## src/touch_pkg.sv

```systemverilog
package touch_pkg;

	// Raw or adjusted conversion result
	typedef logic [11:0] touch_sample_t;

	// Command byte sent at the start of a frame
	typedef logic [7:0] touch_cmd_t;

	// Channel select, also the A1..A0 field of the command byte
	typedef enum logic [1:0] {
		AXIS_Y = 2'b00,
		AXIS_X = 2'b01,
		AXIS_Z = 2'b10
	} touch_axis_e;

	// Command byte layout, MSB first on the wire
	// [7] start, [6:5] channel, [4] zero, [3] mode, [2] ser/dfr, [1:0] power-down
	localparam logic       CMD_START    = 1'b1;
	localparam logic       CMD_A2       = 1'b0;
	localparam logic       CMD_MODE_12B = 1'b0;
	localparam logic       CMD_SER      = 1'b1;
	localparam logic [1:0] CMD_PD       = 2'b11;

	// Frame layout in touch_clk periods
	localparam int CMD_BITS   = 8;
	localparam int RESP_START = 9;
	localparam int RESP_BITS  = 12;
	localparam int RESP_END   = RESP_START + RESP_BITS - 1;
	localparam int FRAME_LEN  = 25;

	typedef logic [$clog2(FRAME_LEN)-1:0] frame_cnt_t;

	typedef enum logic [2:0] {IDLE, CMD, WAIT, RESP, TAIL} frame_state_e;

	typedef struct packed {
		touch_axis_e axis;
		touch_cmd_t  cmd;
	} touch_req_t;

	typedef struct packed {
		touch_axis_e   axis;
		touch_sample_t sample;
		logic          last;
	} touch_rsp_t;

	// Coordinate trim
	localparam touch_sample_t X_ADJ_MIN      = 12'h096;
	localparam touch_sample_t X_POST_ADJ_MAX = 12'hF6E;
	localparam touch_sample_t Y_ADJ_MIN      = 12'h12C;
	localparam touch_sample_t Y_POST_ADJ_MAX = 12'hED8;

	function automatic touch_cmd_t touch_cmd_build(input touch_axis_e axis);
		touch_cmd_t cmd;
		cmd = {CMD_START, axis, CMD_A2, CMD_MODE_12B, CMD_SER, CMD_PD};
		return cmd;
	endfunction

endpackage
```

## src/touchpad_controller.sv

```systemverilog
`timescale 1ns/10ps

module touchpad_controller #(
	parameter int CLK_DIV = 25,
	parameter int REPEATS = 17
) (
	input  logic                     cclk,
	input  logic                     counter_rst,
	input  logic                     data_in,
	output logic                     touch_clk,
	output logic                     data_out,
	output logic                     touch_csb,
	output touch_pkg::touch_sample_t x,
	output touch_pkg::touch_sample_t y,
	output touch_pkg::touch_sample_t z,
	output logic                     coord_update
);

	import touch_pkg::*;

	logic       sclk_rise;
	logic       sclk_fall;
	logic       frame_done;
	logic       last_rep;
	logic       rsp_valid;
	touch_req_t req;
	touch_rsp_t rsp;

	touch_sclk_gen #(
		.CLK_DIV (CLK_DIV)
	) u_sclk_gen (
		.cclk        (cclk),
		.counter_rst (counter_rst),
		.touch_clk   (touch_clk),
		.sclk_rise   (sclk_rise),
		.sclk_fall   (sclk_fall)
	);

	touch_cmd_decode #(
		.REPEATS (REPEATS)
	) u_cmd_decode (
		.cclk        (cclk),
		.counter_rst (counter_rst),
		.frame_done  (frame_done),
		.req         (req),
		.last_rep    (last_rep)
	);

	touch_spi_engine u_spi_engine (
		.cclk        (cclk),
		.counter_rst (counter_rst),
		.sclk_rise   (sclk_rise),
		.sclk_fall   (sclk_fall),
		.req         (req),
		.data_in     (data_in),
		.last_rep    (last_rep),
		.data_out    (data_out),
		.touch_csb   (touch_csb),
		.frame_done  (frame_done),
		.rsp         (rsp),
		.rsp_valid   (rsp_valid)
	);

	touch_result u_result (
		.cclk         (cclk),
		.counter_rst  (counter_rst),
		.rsp          (rsp),
		.rsp_valid    (rsp_valid),
		.x            (x),
		.y            (y),
		.z            (z),
		.coord_update (coord_update)
	);

endmodule

```

## src/touch_result.sv

```systemverilog
`timescale 1ns/10ps

module touch_result (
	input  logic                     cclk,
	input  logic                     counter_rst,
	input  touch_pkg::touch_rsp_t    rsp,
	input  logic                     rsp_valid,
	output touch_pkg::touch_sample_t x,
	output touch_pkg::touch_sample_t y,
	output touch_pkg::touch_sample_t z,
	output logic                     coord_update
);

	import touch_pkg::*;

	touch_sample_t adj_x;
	touch_sample_t adj_y;
	logic          store;

	// Remove offset, floor at zero, then cap
	function automatic touch_sample_t adjust(
		input touch_sample_t raw,
		input touch_sample_t min_val,
		input touch_sample_t max_val
	);
		touch_sample_t diff;
		if (raw < min_val) begin
			return '0;
		end
		diff = raw - min_val;
		if (diff > max_val) begin
			return max_val;
		end
		return diff;
	endfunction

	assign adj_x = adjust(rsp.sample, X_ADJ_MIN, X_POST_ADJ_MAX);
	assign adj_y = adjust(rsp.sample, Y_ADJ_MIN, Y_POST_ADJ_MAX);

	// Earlier repetitions only let the front end settle
	assign store = rsp_valid && rsp.last;

	always_ff @(posedge cclk) begin
		if (counter_rst) begin
			x            <= '0;
			y            <= '0;
			z            <= '0;
			coord_update <= 1'b0;
		end else begin
			coord_update <= store;
			if (store) begin
				case (rsp.axis)
					AXIS_X:  x <= adj_x;
					AXIS_Y:  y <= adj_y;
					AXIS_Z:  z <= rsp.sample;
					default: begin
					end
				endcase
			end
		end
	end

endmodule

```

## src/touch_spi_engine.sv

```systemverilog
`timescale 1ns/10ps

module touch_spi_engine (
	input  logic                  cclk,
	input  logic                  counter_rst,
	input  logic                  sclk_rise,
	input  logic                  sclk_fall,
	input  touch_pkg::touch_req_t req,
	input  logic                  data_in,
	input  logic                  last_rep,
	output logic                  data_out,
	output logic                  touch_csb,
	output logic                  frame_done,
	output touch_pkg::touch_rsp_t rsp,
	output logic                  rsp_valid
);

	import touch_pkg::*;

	frame_state_e  state;
	frame_cnt_t    bit_cnt;
	touch_cmd_t    cmd_sr;
	touch_sample_t rsp_sr;
	logic          frame_end;
	logic          last_bit;
	logic          load_cmd;
	logic          capture;

	// Period counter sits on the final tail bit
	assign last_bit = (state == TAIL) && (bit_cnt == frame_cnt_t'(FRAME_LEN - 1));

	// New frame starts on a falling edge
	assign load_cmd = sclk_fall && ((state == IDLE) || last_bit);

	// Response is complete, so report it in the second half of the last bit
	assign capture = sclk_rise && last_bit;

	assign frame_done = frame_end;
	assign rsp_valid  = frame_end;

	always_ff @(posedge cclk) begin
		if (counter_rst) begin
			state     <= IDLE;
			bit_cnt   <= '0;
			data_out  <= 1'b0;
			touch_csb <= 1'b1;
			frame_end <= 1'b0;
		end else begin
			touch_csb <= 1'b0;
			frame_end <= capture;
			if (load_cmd) begin
				state    <= CMD;
				bit_cnt  <= '0;
				data_out <= req.cmd[CMD_BITS-1];
			end else if (sclk_fall) begin
				bit_cnt <= bit_cnt + 1'b1;
				case (state)
					CMD: begin
						if (bit_cnt == frame_cnt_t'(CMD_BITS - 1)) begin
							state    <= WAIT;
							data_out <= 1'b0;
						end else begin
							data_out <= cmd_sr[CMD_BITS-2];
						end
					end
					WAIT: begin
						// Busy bit from the ADC
						if (bit_cnt == frame_cnt_t'(RESP_START - 1)) begin
							state <= RESP;
						end
					end
					RESP: begin
						if (bit_cnt == frame_cnt_t'(RESP_END)) begin
							state <= TAIL;
						end
					end
					TAIL: begin
					end
					default: begin
						state <= IDLE;
					end
				endcase
			end
		end
	end

	// Shift registers and response payload
	always_ff @(posedge cclk) begin
		if (load_cmd) begin
			cmd_sr <= req.cmd;
		end else if (sclk_fall && (state == CMD)) begin
			cmd_sr <= {cmd_sr[CMD_BITS-2:0], 1'b0};
		end
		if (sclk_rise && (state == RESP)) begin
			rsp_sr <= {rsp_sr[RESP_BITS-2:0], data_in};
		end
		if (capture) begin
			rsp.axis   <= req.axis;
			rsp.sample <= rsp_sr;
			rsp.last   <= last_rep;
		end
	end

	a_done_in_tail: assert property (
		@(posedge cclk) disable iff (counter_rst)
		frame_done |-> (state == TAIL)
	) else $error("frame_done outside the tail of a frame");

endmodule

```

## src/touch_cmd_decode.sv

```systemverilog
`timescale 1ns/10ps

module touch_cmd_decode #(
	parameter int REPEATS = 17
) (
	input  logic                 cclk,
	input  logic                 counter_rst,
	input  logic                 frame_done,
	output touch_pkg::touch_req_t req,
	output logic                 last_rep
);

	import touch_pkg::*;

	localparam int REP_W = (REPEATS > 1) ? $clog2(REPEATS) : 1;

	touch_axis_e      axis;
	logic [REP_W-1:0] rep_cnt;

	// Channel rotation X, Y, Z
	function automatic touch_axis_e next_axis(input touch_axis_e cur);
		touch_axis_e nxt;
		case (cur)
			AXIS_X:  nxt = AXIS_Y;
			AXIS_Y:  nxt = AXIS_Z;
			default: nxt = AXIS_X;
		endcase
		return nxt;
	endfunction

	assign last_rep = (rep_cnt == REP_W'(REPEATS - 1));

	always_ff @(posedge cclk) begin
		if (counter_rst) begin
			axis    <= AXIS_X;
			rep_cnt <= '0;
		end else if (frame_done) begin
			if (last_rep) begin
				rep_cnt <= '0;
				axis    <= next_axis(axis);
			end else begin
				rep_cnt <= rep_cnt + 1'b1;
			end
		end
	end

	// Only changes on frame_done, so stable across a frame
	always_comb begin
		req.axis = axis;
		req.cmd  = touch_cmd_build(axis);
	end

	a_axis_valid: assert property (
		@(posedge cclk) disable iff (counter_rst)
		axis != touch_axis_e'(2'b11)
	) else $error("channel select holds reserved code 3");

endmodule

```

## src/touch_sclk_gen.sv

```systemverilog
`timescale 1ns/10ps

module touch_sclk_gen #(
	parameter int CLK_DIV = 25
) (
	input  logic cclk,
	input  logic counter_rst,
	output logic touch_clk,
	output logic sclk_rise,
	output logic sclk_fall
);

	localparam int DIV_W = (CLK_DIV > 1) ? $clog2(CLK_DIV) : 1;

	logic [DIV_W-1:0] div_cnt;
	logic             div_end;

	// Half period done, toggle on the next edge
	assign div_end = (div_cnt == DIV_W'(CLK_DIV - 1));

	always_ff @(posedge cclk) begin
		if (counter_rst) begin
			div_cnt   <= '0;
			touch_clk <= 1'b0;
			sclk_rise <= 1'b0;
			sclk_fall <= 1'b0;
		end else begin
			// Strobes line up with the touch_clk transition
			sclk_rise <= div_end && !touch_clk;
			sclk_fall <= div_end && touch_clk;
			if (div_end) begin
				div_cnt   <= '0;
				touch_clk <= ~touch_clk;
			end else begin
				div_cnt <= div_cnt + 1'b1;
			end
		end
	end

	a_edges_exclusive: assert property (
		@(posedge cclk) disable iff (counter_rst)
		!(sclk_rise && sclk_fall)
	) else $error("sclk_rise and sclk_fall high together");

endmodule

```

## config.mk

```make
export PLATFORM = sky130hd
export DESIGN_NAME = touchpad_controller
export DESIGN_NICKNAME = d
export VERILOG_FILES = /design/src/touch_pkg.sv /design/src/touchpad_controller.sv /design/src/touch_result.sv /design/src/touch_spi_engine.sv /design/src/touch_cmd_decode.sv /design/src/touch_sclk_gen.sv
export SDC_FILE = /design/constraint.sdc
export NUM_CORES = 1
export LEC_CHECK = 0
export BUFFER_PORTS_ARGS = -buffer_cell sky130_fd_sc_hd__buf_2
export CAP_MARGIN = 20
export CORE_MARGIN = 1.5
export CORE_UTILIZATION = 60
export CTS_BUF_LIST = sky130_fd_sc_hd__clkbuf_8
export DETAILED_ROUTE_END_ITERATION = 10
export GPL_TIMING_DRIVEN = 0
export PLACE_DENSITY_LB_ADDON = 0.1
export SLEW_MARGIN = 10
export SYNTH_ARGS = -nofsm -noshare
export SYNTH_HDL_FRONTEND = slang
export SYNTH_SLANG_ARGS = --single-unit
export TNS_END_PERCENT = 20
```

## constraint.sdc

```tcl
create_clock -name cclk -period 2.8 [get_ports cclk]
set_input_delay 0.56 -clock cclk [delete_from_list [all_inputs] [get_ports cclk]]
set_output_delay 0.56 -clock cclk [all_outputs]
set_load 0.01 [all_outputs]
```

# Word level (Yosys, flattened, before mapping)
# Cells that the tools add are included.
dict set report totals {
  out_inout_bits 40
  in_bits 3
  elab_cells 107
  ff_bits 97
}
dict set report classes {
  order_cmp 4
  n_reduce_logical 25
  addsub 5
  n_bitwise 2
  eq_ne 20
  mux 29
}
# cell count
set ops {}
lappend ops {{12-bit 2-to-1 mux} 8}
lappend ops {{12-bit greater-than comparator (second input constant)} 2}
lappend ops {{5-bit equality test (second input constant)} 4}
lappend ops {{5-bit by 1-bit adder with 5-bit output (second input constant)} 3}
lappend ops {{7-bit 2-to-1 mux} 2}
lappend ops {{1-bit 2-to-1 mux} 13}
lappend ops {{12-bit by 8-bit less-than comparator with 1-bit output (second input constant)} 1}
lappend ops {{12-bit by 9-bit less-than comparator with 1-bit output (second input constant)} 1}
lappend ops {{3-bit one-hot mux with 4 select lines} 1}
lappend ops {{12-bit by 8-bit subtractor with 12-bit output (second input constant)} 1}
lappend ops {{12-bit by 9-bit subtractor with 12-bit output (second input constant)} 1}
lappend ops {{2-bit AND reduction} 5}
lappend ops {{5-bit AND reduction} 2}
lappend ops {{3-bit 2-to-1 mux} 3}
lappend ops {{3-bit by 1-bit != test with 1-bit output (second input constant)} 3}
lappend ops {{1-bit logical AND} 8}
lappend ops {{2-bit by 1-bit != test with 1-bit output (second input constant)} 4}
lappend ops {{3-bit by 2-bit equality test with 1-bit output (second input constant)} 2}
lappend ops {{2-bit nonzero test} 3}
lappend ops {{5-bit by 3-bit equality test with 1-bit output (second input constant)} 1}
lappend ops {{5-bit by 4-bit equality test with 1-bit output (second input constant)} 1}
lappend ops {{5-bit 2-to-1 mux} 1}
lappend ops {{2-bit by 1-bit equality test with 1-bit output (second input constant)} 2}
lappend ops {{2-bit zero test} 2}
lappend ops {{9 further kinds} 11}

# Longest topological paths before layout
dict set report logic_depth {
  depth_word 6
  ltp_mapped 9
  ltp_nobuf 8
}

# By module
# Synthesis repeated with hierarchy kept, for this count alone.
dict set report unflattened {
  hier_cells 457
  area_unflattened_um2 4638.2
}
# module cells_each n_inst area_each_um2
set modules_own_cells {}
lappend modules_own_cells {touch_result 267 1 2123.3}
lappend modules_own_cells {touch_spi_engine 115 1 1770.4}
lappend modules_own_cells {touch_cmd_decode 46 1 435.4}
lappend modules_own_cells {touch_sclk_gen 29 1 309.0}

# Worst setup path before layout
# No wires, ideal clock.
dict set report synth_timing {
  path_type {register to register}
  from {register u_spi_engine.rsp[3] (netlist name)}
  to {register u_result.y[4]}
  t_arrival_ns 2.055
  path_buffers 1
  stages_incl_launch_ff 9
  synth_period_minus_slack_ns 2.172
  path_slack_ns 0.628
  setup_time_ns 0.117
  required_time_ns 2.683
  path_cell_list {edfxtp_1 -> ha_1 -> clkbuf_1 -> o21a_1 -> o211a_1 -> a311oi_2 -> o2bb2ai_2 -> o21ai_1 -> a22o_1}
}
dict set report synth_via {
  elab_chain_cells 6
  word_cells_on_any_way 9
  classes_between {add/sub (1); order compare (2); mux (6)}
}
# element line_no
set synth_lines {}
lappend synth_lines {{12-bit by 9-bit subtractor with 12-bit output} touch_result.sv:30} ;# diff = raw - min_val;
lappend synth_lines {{12-bit greater-than comparator} touch_result.sv:31} ;# if (diff > max_val) begin
lappend synth_lines {{1-bit 2-to-1 mux} touch_result.sv:31}
lappend synth_lines {{1-bit 2-to-1 mux} touch_result.sv:30}
lappend synth_lines {{12-bit 2-to-1 mux} touch_result.sv:34} ;# return diff;
lappend synth_lines {{12-bit 2-to-1 mux (*)} touch_result.sv:30}
lappend synth_lines {{to (signal assigned)} touch_result.sv:54} ;# AXIS_Y: y <= adj_y;
lappend synth_lines {{to (decl)} touch_result.sv:9} ;# output touch_pkg::touch_sample_t y,
# Every way passes the cells marked *; elsewhere a longest branch is shown, timed or not. The select of a mux whose other input is x is not followed.
# A chain may end at the register's enable or synchronous reset.

# Worst setup path after layout
dict set report layout_timing {
  from {register u_spi_engine.rsp[3] (netlist name)}
  to {register u_result.y[4]}
}
dict set report layout_via {
  elab_chain_cells 6
  word_cells_on_any_way 9
  classes_between {add/sub (1); order compare (2); mux (6)}
}
# element line_no
set layout_lines {}
lappend layout_lines {{12-bit by 9-bit subtractor with 12-bit output} touch_result.sv:30}
lappend layout_lines {{12-bit greater-than comparator} touch_result.sv:31}
lappend layout_lines {{1-bit 2-to-1 mux} touch_result.sv:31}
lappend layout_lines {{1-bit 2-to-1 mux} touch_result.sv:30}
lappend layout_lines {{12-bit 2-to-1 mux} touch_result.sv:34}
lappend layout_lines {{12-bit 2-to-1 mux (*)} touch_result.sv:30}
# Marks and branches as above.

==> reports/qor.csv <==
metric;value;unit
fin_worst_skew;0.01178;ns
clkLatencyLatePin;0.36;ns
avgSynthCellArea;9.756;µm²
cp.arrival;2.77;ns
powerDensity;523.5;nW/µm²
fp.dieW;87.97;µm
grt_pass1_wl;13.70;mm
cts_hold_buf;0;
first_iter_violations;199;
synthTopCellsByCount;dfxtp_1 (68), nand2_1 (61), nor2_1 (36), edfxtp_1 (29), a21oi_1 (28);
hpwlAfterDp;6.229;mm
min_period;2.522;ns
start_util;63.06;%
port_buffers;42;
vdd_drop_max;0.3488;mV
async_flop_share;0;%
grt_start_max_net_pins;17;
critPathKind;reg2reg;
synth_edf_count;29;
final_nets;511;
pwr-share-seq;55.9;%
p_clk_share;42.8;%
finalCritPeriodShare;90.06;%
num_vias;3341;
clock-sinks;97;
antenna_found_initial;0;
worst_pin_slew;0.7659;ns
fmax;396.6;MHz
synth_top_area_share;31.43;%
start_kind;register;
cts_tree;built;
ant_nets;0;
intPower;2.092;mW
postCtsSetupBuffers;0;
sw_frac_of_total;18.93;%
drc;0;
vias_per_cell;5.578;
min_path_type;in2reg;
end_kind;register;
numCtsBuffers;9;
synth_cell_type_count;64;
p_leak;1.882;nW
p_comb_share;1.2;%
drv_cap;0;
required;3.05;ns
grt_pass1_vias;2969;
setup_viol;0;
yosysMostFrequentCell;dfxtp_1;
utilization;71.75;%
ys_seq_elements;97;
routed_wirelength;8.632;mm
wl_per_cell;14.41;µm
outcome;complete, no violations;
dieArea;7738;µm²
fin_area;4928;µm²
hold_viol;0;
area_growth;13.78;%
synth_area;4332;µm²
synth_cells;444;
timing.rr.end;u_result.y[4]$_SDFFE_PP0P_;
antennaDiodeCount;0;
h-tree-depth;3;
path_max_fanout;10;
grtUsageTotal;23.00;%
ctsResizeCount;0;
netlist_top_cells_area;dfxtp_1 (31%), edfxtp_1 (20%), nand2_1 (5.3%), a21oi_1 (3.2%), nor2_1 (3.1%);
syn-num-nets;457;
synth-seq-area-share;51.53;%
r2r-start;u_spi_engine.rsp[3]$_DFFE_PP_;
clk_pin_slew;0.09;ns
startpoint;u_spi_engine.rsp[3]$_DFFE_PP_;
slew_headroom;48.83;%
place.gp.congestion;0.8869;
dieHeight;87.97;µm
dominantRegCellSynth;dfxtp_1;
core_area;6869;µm²
first_pass_iters;4;
clk_path_buf_depth;2;
r2r_slack;0.28;ns
p_switching;0.4884;mW
ys_warn_count;0;
endpoint;u_result.y[4]$_SDFFE_PP0P_;
post_dp_cell_area;4669;µm²
grt_overflow;0;
rsz0062_at_grt;no;
fin_setup_tns;0;ns
finalMaxSlewViolations;0;
num_rows;30;
reg2regPathDepth;8;
io_pins;43;
drive_gt1_share;15.71;%
yosysTopAreaCell;dfxtp_1;
root_buffer;clkbuf_8;
## worst min-delay path by stage
| stage | start | end | slack (ns) | cells past startpoint |
|---|---|---|---|---|
| 5_1_grt | counter_rst | u_spi_engine.touch_csb$_DFF_P_ | 0.37 | 1 |
| 3_3_place_gp | u_spi_engine.rsp_sr[11]$_DFFE_PP_ | u_spi_engine.rsp[12]$_DFFE_PP_ | 0.41 | 0 |
| 4_1_cts | counter_rst | u_spi_engine.touch_csb$_DFF_P_ | 0.36 | 1 |
| 3_5_place_dp | u_spi_engine.rsp_sr[11]$_DFFE_PP_ | u_spi_engine.rsp[12]$_DFFE_PP_ | 0.41 | 0 |
| 6_report | data_in | u_spi_engine.rsp_sr[0]$_DFFE_PP_ | 0.37 | 1 |
| 2_1_floorplan | u_spi_engine.rsp_sr[11]$_DFFE_PP_ | u_spi_engine.rsp[12]$_DFFE_PP_ | 0.40 | 0 |
## power groups by stage
| stage | clock network, mW | logic, mW | registers (mW) |
|---|---|---|---|
| after detailed placement | 0 | 0.0318 | 1.48 |
| after floorplan | 0 | 0.0202 | 1.48 |
| after global placement | 0 | 0.0301 | 1.48 |
| final | 1.11 | 0.0314 | 1.44 |
| after global routing | 1.17 | 0.0357 | 1.44 |
| after CTS | 1.12 | 0.0319 | 1.44 |
## registers in the layout (all words and copies together), names as in the netlist, 7 cells and up
register / count
u_result.y: 12
u_spi_engine.cmd_sr: 7
u_spi_engine.rsp_sr: 12
u_spi_engine.rsp: 15
u_result.x: 12
u_result.z: 12
## kinds of logic after synthesis
| group | after synthesis | synth area share, % |
|---|---|---|
| DFF | 97 | 51.53 |
| and+or+nand+nor | 166 | 18.78 |
| adders and majority gates | 10 | 2.889 |
| xor gates and xnor gates | 26 | 5.257 |
| AOI/OAI and AO/OA | 104 | 17.07 |
| buffers and inverters | 38 | 3.784 |
| muxes | 3 | 0.6933 |
## cell usage in the layout (no fill, tap or decap), types with 5 or more instances in the layout
master / netlist / layout
dfxtp_1: 68 / 68
nand2_1: 61 / 61
buf_2: 8 / 50
nor2_1: 36 / 36
edfxtp_1: 29 / 29
a21oi_1: 28 / 28
clkbuf_1: 15 / 15
xor2_1: 14 / 14
inv_1: 12 / 13
xnor2_1: 12 / 12
nand4_1: 11 / 11
clkbuf_8: 0 / 11
nor3_1: 10 / 10
ha_1: 10 / 10
nand3_1: 9 / 9
a22o_1: 7 / 7
o21ai_1: 7 / 7
a211oi_1: 7 / 6
nand2b_1: 5 / 5
a31oi_1: 5 / 5
o21ai_0: 5 / 5
## area by class of cell
type / instances / area, µm²
clock buffer: 11 / 151.4
buffer: 26 / 118.9
multi-input combinational: 309 / 1941
sequential: 97 / 2232
tap: 96 / 120.1
fill: 562 / 1941
inverter: 12 / 45.04
clock inverter: 5 / 102.6
timing repair buffer: 43 / 217.7
## worst max-delay path, cell delays in order, from the launching register on
cell and delay [ns]:
edfxtp_1 0.57, ha_1 0.28, clkbuf_1 0.21, o21a_1 0.26, o211a_1 0.27, a311oi_2 0.25, o2bb2ai_2 0.24, o21ai_1 0.13
a22o_1 0.20
## through the flow
step                hold WS, ns  power (mW)  setup slack (ns)  std cells
CTS                      0.3572       2.597            0.2036        599
floorplan                0.4003       1.496            0.6281        444
global placement         0.4110       1.506            0.2370        582
global route             0.3732       2.647            0.1523        599
detailed placement       0.4097       1.508            0.2241        583
finish                   0.3727       2.580            0.2785        599
## routing by layer
layer  GRT usage (%)  vias to the layer above  share of wire [%]
li1                -                     1699                  -
met1           30.67                     1551                 47
met2           38.10                       80                 47
met3           3.770                       11                4.8
met4           7.792                        0                1.3
met5               0                        -                  0
No activity file was read; power rests on OpenSTA's default activity.
